===== src/bbox_geom_pkg.sv =====
// Geometry types for the bounding-box stage of the rasterizer
// Signed fixed-point coordinates, vertices, triangles and boxes
// Modules use these by scoped names

package bbox_geom_pkg;

    // Total coordinate width in bits
    localparam int coord_w = 24;
    // Fraction bits, the rest is the signed integer part
    localparam int radix = 10;

    // Signed fixed-point coordinate
    typedef logic signed [coord_w-1:0] coord_t;

    // One vertex, x in the upper half
    typedef struct packed {
        coord_t x;
        coord_t y;
    } vertex_t;

    // Triangle as three vertices, v0 in the top bits
    typedef struct packed {
        vertex_t v0;
        vertex_t v1;
        vertex_t v2;
    } tri_t;

    // Axis-aligned box, lower-left corner then upper-right corner
    typedef struct packed {
        coord_t ll_x;
        coord_t ll_y;
        coord_t ur_x;
        coord_t ur_y;
    } box_t;

endpackage


===== src/bbox_cfg_pkg.sv =====
// Configuration types for the bounding-box stage
// MSAA sample modes, screen size and pipeline depth

package bbox_cfg_pkg;

    // One-hot sample mode
    typedef logic [3:0] msaa_t;

    // 1x keeps no fraction bits of the box corners
    localparam msaa_t msaa_1x = 4'b1000;
    // 4x keeps one fraction bit, half a pixel per sample
    localparam msaa_t msaa_4x = 4'b0100;
    // 16x keeps two, a quarter pixel per sample
    localparam msaa_t msaa_16x = 4'b0010;
    // 64x keeps three, an eighth of a pixel
    localparam msaa_t msaa_64x = 4'b0001;

    // Screen size in the same fixed-point format as the vertices
    typedef struct packed {
        bbox_geom_pkg::coord_t width;
        bbox_geom_pkg::coord_t height;
    } screen_t;

    // Register stages between input and output
    localparam int pipe_depth = 3;

endpackage


===== src/bbox_extent.sv =====
// Raw bounding box of a triangle from per-axis minima and maxima
// Purely combinational, clk only samples the assertions

`timescale 1ns/100ps

module bbox_extent (
    input  logic                clk,
    input  bbox_geom_pkg::tri_t tri_in,
    output bbox_geom_pkg::box_t raw_box
);

    // Coordinates regrouped per axis, axis 0 is x and axis 1 is y
    bbox_geom_pkg::coord_t crd [2][3];
    // One-hot vertex selects per axis
    logic [2:0] min_sel [2];
    logic [2:0] max_sel [2];
    // Selected extremes per axis
    bbox_geom_pkg::coord_t lo [2];
    bbox_geom_pkg::coord_t hi [2];

    always_comb begin
        crd[0][0] = tri_in.v0.x;
        crd[0][1] = tri_in.v1.x;
        crd[0][2] = tri_in.v2.x;
        crd[1][0] = tri_in.v0.y;
        crd[1][1] = tri_in.v1.y;
        crd[1][2] = tri_in.v2.y;
        for (int a = 0; a < 2; a++) begin
            // Minimum, ties resolve to the lower vertex index
            min_sel[a][0] = (crd[a][0] <= crd[a][1]) && (crd[a][0] <= crd[a][2]);
            min_sel[a][1] = (crd[a][0] > crd[a][1]) && (crd[a][1] <= crd[a][2]);
            min_sel[a][2] = (crd[a][0] > crd[a][2]) && (crd[a][1] > crd[a][2]);
            // Maximum, same tie rule
            max_sel[a][0] = (crd[a][0] >= crd[a][1]) && (crd[a][0] >= crd[a][2]);
            max_sel[a][1] = (crd[a][0] < crd[a][1]) && (crd[a][1] >= crd[a][2]);
            max_sel[a][2] = (crd[a][0] < crd[a][2]) && (crd[a][1] < crd[a][2]);
            // AND-OR mux driven by the one-hot selects
            lo[a] = '0;
            hi[a] = '0;
            for (int v = 0; v < 3; v++) begin
                lo[a] = lo[a] | (crd[a][v] & {bbox_geom_pkg::coord_w{min_sel[a][v]}});
                hi[a] = hi[a] | (crd[a][v] & {bbox_geom_pkg::coord_w{max_sel[a][v]}});
            end
        end
        raw_box.ll_x = lo[0];
        raw_box.ll_y = lo[1];
        raw_box.ur_x = hi[0];
        raw_box.ur_y = hi[1];
    end

    for (genvar a = 0; a < 2; a++) begin : g_axis_chk
        // Exactly one vertex wins each extreme
        assert property (@(posedge clk) $onehot(min_sel[a]) && $onehot(max_sel[a]));
        // Lower-left never above upper-right
        assert property (@(posedge clk) lo[a] <= hi[a]);
    end

endmodule


===== src/bbox_snap_clip.sv =====
// Snaps a raw box to the MSAA sample grid and clips it to the screen
// Keep flags a valid triangle whose box is at least partly on screen
// Combinational, clk only samples the assertions

`timescale 1ns/100ps

module bbox_snap_clip (
    input  logic                  clk,
    input  bbox_geom_pkg::box_t   raw_box,
    input  bbox_cfg_pkg::msaa_t   msaa,
    input  bbox_cfg_pkg::screen_t screen,
    input  logic                  tri_valid,
    output bbox_geom_pkg::box_t   clip_box,
    output logic                  keep
);

    // Size of one sample step in fixed point
    bbox_geom_pkg::coord_t step;
    // Clears the fraction bits below the sample grid
    bbox_geom_pkg::coord_t mask;
    // Corners in order ll_x, ll_y, ur_x, ur_y
    bbox_geom_pkg::coord_t raw_c [4];
    bbox_geom_pkg::coord_t snap_c [4];

    // Sample step from the mode, unknown modes fall back to 1x
    always_comb begin
        step = '0;
        case (msaa)
            bbox_cfg_pkg::msaa_4x:  step[bbox_geom_pkg::radix - 1] = 1'b1;
            bbox_cfg_pkg::msaa_16x: step[bbox_geom_pkg::radix - 2] = 1'b1;
            bbox_cfg_pkg::msaa_64x: step[bbox_geom_pkg::radix - 3] = 1'b1;
            default:                step[bbox_geom_pkg::radix] = 1'b1;
        endcase
        // Integer bits stay set, so only fractions get cleared
        mask = ~(step - bbox_geom_pkg::coord_t'(1));
    end

    always_comb begin
        raw_c[0] = raw_box.ll_x;
        raw_c[1] = raw_box.ll_y;
        raw_c[2] = raw_box.ur_x;
        raw_c[3] = raw_box.ur_y;
        // Floor toward minus infinity on the sample grid
        for (int i = 0; i < 4; i++) begin
            snap_c[i] = raw_c[i] & mask;
        end
    end

    always_comb begin
        // Lower-left clamps at the origin
        clip_box.ll_x = (snap_c[0] < 0) ? '0 : snap_c[0];
        clip_box.ll_y = (snap_c[1] < 0) ? '0 : snap_c[1];
        // Upper-right clamps at the screen size
        clip_box.ur_x = (snap_c[2] > screen.width) ? screen.width : snap_c[2];
        clip_box.ur_y = (snap_c[3] > screen.height) ? screen.height : snap_c[3];
        // Reject boxes left of, below, right of or above the screen
        keep = tri_valid
            && (clip_box.ur_x >= 0) && (clip_box.ur_y >= 0)
            && (clip_box.ll_x <= screen.width) && (clip_box.ll_y <= screen.height);
    end

    // Mode must be one-hot for the step to mean anything
    assert property (@(posedge clk) $onehot(msaa));

    // A kept box stays inside the screen and is never inverted
    assert property (@(posedge clk)
        keep |-> (clip_box.ll_x <= clip_box.ur_x) && (clip_box.ur_x <= screen.width)
            && (clip_box.ll_y <= clip_box.ur_y) && (clip_box.ur_y <= screen.height));

    for (genvar i = 0; i < 4; i++) begin : g_floor_chk
        // Floor moves down by less than one sample step
        assert property (@(posedge clk)
            ((raw_c[i] - snap_c[i]) >= 0) && ((raw_c[i] - snap_c[i]) < step));
    end

endmodule


===== src/bbox_pipe.sv =====
// Haltable register pipeline for triangle, box and valid
// All stages advance together while halt_n is high, otherwise everything holds

`timescale 1ns/100ps

module bbox_pipe (
    input  logic                clk,
    input  logic                rst_n,
    input  logic                halt_n,
    input  bbox_geom_pkg::tri_t tri_in,
    input  bbox_geom_pkg::box_t box_in,
    input  logic                valid_in,
    output bbox_geom_pkg::tri_t tri_out,
    output bbox_geom_pkg::box_t box_out,
    output logic                valid_out
);

    // Stage 0 is nearest the input
    bbox_geom_pkg::tri_t tri_q [bbox_cfg_pkg::pipe_depth];
    bbox_geom_pkg::box_t box_q [bbox_cfg_pkg::pipe_depth];
    logic [bbox_cfg_pkg::pipe_depth-1:0] valid_q;

    // Payload shift
    always_ff @(posedge clk) begin
        if (halt_n) begin
            tri_q[0] <= tri_in;
            box_q[0] <= box_in;
            for (int i = 1; i < bbox_cfg_pkg::pipe_depth; i++) begin
                tri_q[i] <= tri_q[i-1];
                box_q[i] <= box_q[i-1];
            end
        end
    end

    // Valid bits clear on reset so stale payload never shows
    always_ff @(posedge clk) begin
        if (!rst_n) begin
            valid_q <= '0;
        end else if (halt_n) begin
            valid_q <= {valid_q[bbox_cfg_pkg::pipe_depth-2:0], valid_in};
        end
    end

    assign tri_out   = tri_q[bbox_cfg_pkg::pipe_depth-1];
    assign box_out   = box_q[bbox_cfg_pkg::pipe_depth-1];
    assign valid_out = valid_q[bbox_cfg_pkg::pipe_depth-1];

    // A box leaving the stage is never inverted
    assert property (@(posedge clk) disable iff (!rst_n)
        valid_out |-> (box_out.ll_x <= box_out.ur_x) && (box_out.ll_y <= box_out.ur_y));

endmodule


===== src/raster_bbox.sv =====
// Top of the bounding-box stage
// Triangle in, clipped sample-grid box out three cycles later
// halt_n low freezes the pipeline with its contents

`timescale 1ns/100ps

module raster_bbox (
    input  logic                  clk,
    input  logic                  rst_n,
    input  logic                  halt_n,
    input  bbox_geom_pkg::tri_t   tri_in,
    input  logic                  tri_valid,
    input  bbox_cfg_pkg::screen_t screen,
    input  bbox_cfg_pkg::msaa_t   msaa,
    output bbox_geom_pkg::tri_t   tri_out,
    output bbox_geom_pkg::box_t   box_out,
    output logic                  box_valid
);

    // Unsnapped extent of the incoming triangle
    bbox_geom_pkg::box_t raw_box;
    // Snapped and clipped box
    bbox_geom_pkg::box_t clip_box;
    // Valid and on screen
    logic keep;

    bbox_extent extent_i (
        .clk     (clk),
        .tri_in  (tri_in),
        .raw_box (raw_box)
    );

    bbox_snap_clip snap_clip_i (
        .clk       (clk),
        .raw_box   (raw_box),
        .msaa      (msaa),
        .screen    (screen),
        .tri_valid (tri_valid),
        .clip_box  (clip_box),
        .keep      (keep)
    );

    bbox_pipe pipe_i (
        .clk       (clk),
        .rst_n     (rst_n),
        .halt_n    (halt_n),
        .tri_in    (tri_in),
        .box_in    (clip_box),
        .valid_in  (keep),
        .tri_out   (tri_out),
        .box_out   (box_out),
        .valid_out (box_valid)
    );

endmodule


===== config.mk =====
export PLATFORM = sky130hd
export DESIGN_NAME = raster_bbox
export DESIGN_NICKNAME = d
export VERILOG_FILES = /design/src/bbox_geom_pkg.sv /design/src/bbox_cfg_pkg.sv /design/src/bbox_extent.sv /design/src/bbox_snap_clip.sv /design/src/bbox_pipe.sv /design/src/raster_bbox.sv
export SDC_FILE = /design/constraint.sdc
export NUM_CORES = 1
export LEC_CHECK = 0
export BUFFER_PORTS_ARGS = -buffer_cell sky130_fd_sc_hd__buf_2
export CORE_UTILIZATION = 45
export CTS_BUF_LIST = sky130_fd_sc_hd__clkbuf_8 sky130_fd_sc_hd__clkbuf_16
export DETAILED_ROUTE_END_ITERATION = 10
export MAX_ROUTING_LAYER = met4
export PLACE_DENSITY = 0.7
export SLEW_MARGIN = 20
export SYNTH_ARGS = -nofsm -noshare
export SYNTH_HDL_FRONTEND = slang
export SYNTH_SLANG_ARGS = --single-unit

===== constraint.sdc =====
create_clock -name clk -period 7.2 [get_ports clk]
set_input_delay 1.44 -clock clk [delete_from_list [all_inputs] [get_ports clk]]
set_output_delay 1.44 -clock clk [all_outputs]
set_load 0.01 [all_outputs]

### Yosys cells after proc, flatten, opt, wreduce, memory -nomap -nowiden

Memory sizes are Yosys's and may differ from the RTL's.
Cells that the tools add are included.

* $add $sub $neg: 1
* $lt $le $gt $ge: 32
* equality and inequality tests: 3
* multiplexer cells: 10
* bitwise gates (word level): 25
* reduce and logical (&&, ||, !) cells: 17

Operator list (number)
* 24-bit bitwise AND: 16
* 24-bit > comparator: 8
* 24-bit less-or-equal comparator: 8
* 24-bit OR: 8
* 24-bit greater-or-equal comparator: 6
* 24-bit < comparator: 6
* 24-bit 2-to-1 mux: 4
* 24-bit by 1-bit greater-or-equal comparator with 1-bit output, second input constant: 2
* 24-bit by 1-bit < comparator with 1-bit output, second input constant: 2
* 24-bit inverter: 1
* 1-bit logical AND: 16
* 11-bit by 1-bit subtractor with 12-bit output, second input constant: 1
* 1-bit 2-to-1 mux: 6
* 4-bit by 1-bit equality test with 1-bit output, second input constant: 1
* 4-bit by 2-bit equality test with 1-bit output, second input constant: 1
* 4-bit by 3-bit equality test with 1-bit output, second input constant: 1
* 3-bit OR reduction: 1

* flip-flop bits (word level): 3
* RAM bits: 720
* input port bits: 200
* output and inout bits: 241
* word-level logic and storage cells: 91
* memories: 2

Memory list
* pipe_i.tri_q: depth 3, width 144, read ports 3, clocked after memory_dff 0, write ports 3, line bbox_pipe.sv:19 `bbox_geom_pkg::tri_t tri_q [bbox_cfg_pkg::pipe_depth];`
* pipe_i.box_q: depth 3, width 96, read ports 3, clocked after memory_dff 0, write ports 3, line bbox_pipe.sv:20 `bbox_geom_pkg::box_t box_q [bbox_cfg_pkg::pipe_depth];`

### Longest topological paths before layout

* depth in word-level cells: 13
* depth in mapped cells: 24

### Cells and area by module

From an unflattened synthesis, not the netlist that was laid out.

* cells, all modules: 2116
* area total of the unflattened synthesis: 31726.7 um2

Modules (own cells, without submodules)
* bbox_pipe: times used 1, cells an instance 969, area an instance 23531.3 um2, seq. area each 21680.8 um2
* bbox_extent: times used 1, cells an instance 763, area an instance 5450.2 um2, seq. area each 0.0 um2
* bbox_snap_clip: times used 1, cells an instance 384, area an instance 2745.1 um2, seq. area each 0.0 um2

### Worst setup path after synthesis

Ideal clock, no wire load.

* kind: input to register
* start: input tri_in[23] in the netlist's numbering
* end: memory pipe_i.box_q[0][10] in the netlist's numbering (data pin)
* library setup time: 260 ps
* data arrival time: 6046 ps
* required time: 6940 ps
* path slack: 894 ps
* stages on the path: 20
* path buffers: 2
* cells stage by stage: inv_1 ha_1 nand4_1 or4_1 o221a_2 o31ai_1 o21ai_0 o21a_1 clkbuf_1 a222oi_1 nor2_1 ha_1 nand3_1 o22ai_1 o21ai_0 a2111oi_0 nor2_1 o21bai_1 clkbuf_1 mux2_2

RTL lines
* start, declared: line raster_bbox.sv:11 `input bbox_geom_pkg::tri_t tri_in,`
* end, declared: line bbox_pipe.sv:20

==> flow_summary.toml <==
[critical_path]
path_cells = "buf_2 -> inv_1 -> ha_1 -> nand4_1 -> or4_1 -> or4_1 -> o21ai_0 -> o21a_1 -> a222oi_1 -> nor2_1 -> ha_1 -> nand3_1 -> o22ai_1 -> o21ai_0 -> a2111oi_0 -> nor2_1 -> o21bai_2 -> buf_4 -> mux2_2"
cp_max_fo = 17
r2r-start = "pipe_i.box_q[0][82]"
worstSetupStartpointType = "input pin"
critPathKind = "input pin to flip-flop"
worst-r2r-cell-count = 0
r2r_slack_ns = 6.46
critPathSlowestCell = "a2111oi_0"
crit_end = "pipe_i.box_q[0][18]"
worst_r2r_endpoint = "pipe_i.box_q[0][178]"
worst_setup_path_end_kind = "flip-flop"
cp_data_arrival_time_ns = 6.95
critPathRequiredTime_ns = 7.56
startpoint = "tri_in[23]"
crit_path_max_incr_delay_ns = 0.64

[cells_and_area]
layout_commonest_cell = "edfxtp_1"
final_area_mm2 = 0.03321
area_growth_pct = 13.39
nNetsFinal = 2580
final_cell_mix = "edfxtp_1 (672), buf_2 (423), ha_1 (212)"
drive_gt1_share_pct = 28.08

[floorplanning]
rows = 93
die_y_um = 257.1
die-width_um = 257.1
ios = 441
coreArea_mm2 = 0.06435
start_util_pct = 45.52
die_area_mm2 = 0.06611

[outcome]
violations = "design-rule violations"
status = "finished, violations left"

[sta]
drv_slew = 0
slew-limit-headroom_pct = 27.16
finalClockSkew_ns = 0.01200
min_period_over_period_pct = 91.51
setup_viol = 0
setup_tns_ns = 0
max_freq_mhz = 151.8
min_period_ns = 6.588
hold_violations = 0
worst_pin_slew_ns = 1.093
rsz0062_at_grt = "false"

[global_routing]
antenna_found_initial = 14
grt_max_degree = 190
track_usage_pct = 20.57
overflow = 0
grt_pass1_vias = 16527
grt_pass1_wl_mm = 98.72

[placement]
dp_hpwl_mm = 49.49
port_buffers = 424
place.gp.congestion = 0.9675
dpl_cell_area_mm2 = 0.03094

[clocking]
cts_tree = "yes"
clk_pin_slew_worst_paths_ns = 0.07
clk_latency_ns = 0.61
holdBufCountCts = 0
post_cts_buffers = 0
cts_buffer_depth = 3
htree_levels = 3
cts.sinks = 675
numCtsBuffers = 71
post_cts_resized = 0
cts-root-buf = "clkbuf_16"

[run]
cap_violations = 0

[detailed_routing]
post-route-drc-count = 9
vias = 16371
drt_iter0_markers = 1614
routed_wl_mm = 66.88
viasPerCell = 5.293
firstDrtPassIters = 11
wl_per_cell_um = 21.62
ant_nets = 0

[yosys]
seq_area_frac_synth_pct = 69.10
synth_cell_types = 71
synth_edf_count = 672
synthesis.area_mm2 = 0.02929
async_flop_share_pct = 0
synth_ff_type = "edfxtp_1"
ys_warn_count = 0
synthCells = 1888
ys_ff_latch = 675
syn_avg_cell_area_um2 = 15.51

[pwr]
internal_power_uw = 7209
clkPwrFrac_pct = 36.5
power.leakage_uw = 0.01350
switchingPower_uw = 2353
power.density_mw_per_mm2 = 287.9
combPwrFrac_pct = 12.6
ir_worst_vdd_v = 0.0001934
seqPwrFrac_pct = 50.9
netSwitchingFraction_pct = 24.61

[min_path]
hp-class = "flip-flop to flip-flop"
-- sequential cells by signal (all words and copies together), names as in the netlist --
name,flops
pipe_i.box_q,240
pipe_i.valid_q,3
pipe_i.tri_q,432
-- cell type report --
cell class / instances / area, um^2
Fill cell: 5297 / 31140
Sequential cell: 675 / 20240
Multi-Input combinational cell: 814 / 6645
Timing Repair Buffer: 459 / 2432
Clock buffer: 73 / 1827
Tap cell: 855 / 1070
Inverter: 147 / 551.8
Clock inverter: 54 / 406.6
Antenna cell: 16 / 40.04
-- metal layers --
layer  track usage [%]  vias to the layer above  routed length (um)
met4             8.019                        0                2016
met2             35.19                      643               34370
met1             23.50                     8022               25760
li1                  -                     7582                   -
met3             4.462                      124                4729
met5                 -                        -                   0
-- worst min path at each step --
stage / startpoint / end / slack [ns] / depth (start not counted)
6_report: pipe_i.tri_q[0][207] / pipe_i.tri_q[0][351] / 0.41 / 0
5_1_grt: pipe_i.tri_q[0][214] / pipe_i.tri_q[0][358] / 0.41 / 0
3_5_place_dp: pipe_i.box_q[0][11] / pipe_i.box_q[0][107] / 0.40 / 0
2_1_floorplan: pipe_i.box_q[0][4] / pipe_i.box_q[0][100] / 0.40 / 0
4_1_cts: pipe_i.tri_q[0][119] / pipe_i.tri_q[0][263] / 0.40 / 0
3_3_place_gp: pipe_i.tri_q[0][278] / pipe_i.tri_q[0][422] / 0.40 / 0
-- synthesized netlist by cell type (all sizes together) (22+ instances only) --
| cell | number | area share [%] |
|---|---|---|
| nor2 | 67 | 0.86 |
| inv | 147 | 1.9 |
| o21ai | 29 | 0.50 |
| a222oi | 62 | 2.1 |
| nand4 | 44 | 0.94 |
| a21oi | 83 | 1.4 |
| nand2 | 48 | 0.62 |
| nor3 | 24 | 0.43 |
| a21o | 28 | 0.72 |
| edfxtp | 672 | 69 |
| buf | 245 | 6.3 |
| ha | 212 | 9.1 |
| clkbuf | 22 | 0.28 |
| mux2 | 32 | 1.2 |
-- stage by stage --
| step | setup slack (ns) | util, % | hold WS, ns | instances | power (uW) |
|---|---|---|---|---|---|
| 3_5_place_dp | 0.05547 | 48.08 | 0.4045 | 2950 | 6151 |
| 3_3_place_gp | 0.1987 | 48.08 | 0.4005 | 2950 | 6119 |
| 6_report | 0.6115 | 51.61 | 0.4078 | 3093 | 9562 |
| 4_1_cts | 0.6961 | 51.55 | 0.4046 | 3077 | 9659 |
| 2_1_floorplan | 0.8943 | - | 0.4003 | 1903 | 5672 |
| 5_1_grt | 0.2040 | 51.61 | 0.4116 | 3091 | 9932 |
-- worst max-delay path: cells and delay by family --
kind,cells,cell delay (ns)
and+or+nand+nor,6,1.83
AOI/OAI and AO/OA,7,2.29
buffers and inverters,3,0.47
adders and majority gates,2,0.55
muxes,1,0.35
-- power by group through the flow --
stage               Clock [uW]  Sequential [uW]  Combinational, uW
floorplan                    0             4900                771
global placement             0             4940               1180
detailed placement           0             4950               1200
CTS                       3570             4870               1210
global route              3710             4900               1330
finish                    3490             4870               1210
-- cells by family (layout without fill, tap and decap cells) --
family | after synthesis | in the layout | synth area share [%]
other cells | 1 | 32 | 0.01280
mux | 34 | 34 | 1.299
flops | 675 | 675 | 69.10
compound gates | 277 | 277 | 6.942
simple gates | 271 | 271 | 5.019
buf+inv | 414 | 733 | 8.450
xor+xnor | 4 | 4 | 0.1196
fa+ha+maj | 212 | 212 | 9.056
Note: power is estimated with default switching activity, not from simulation.
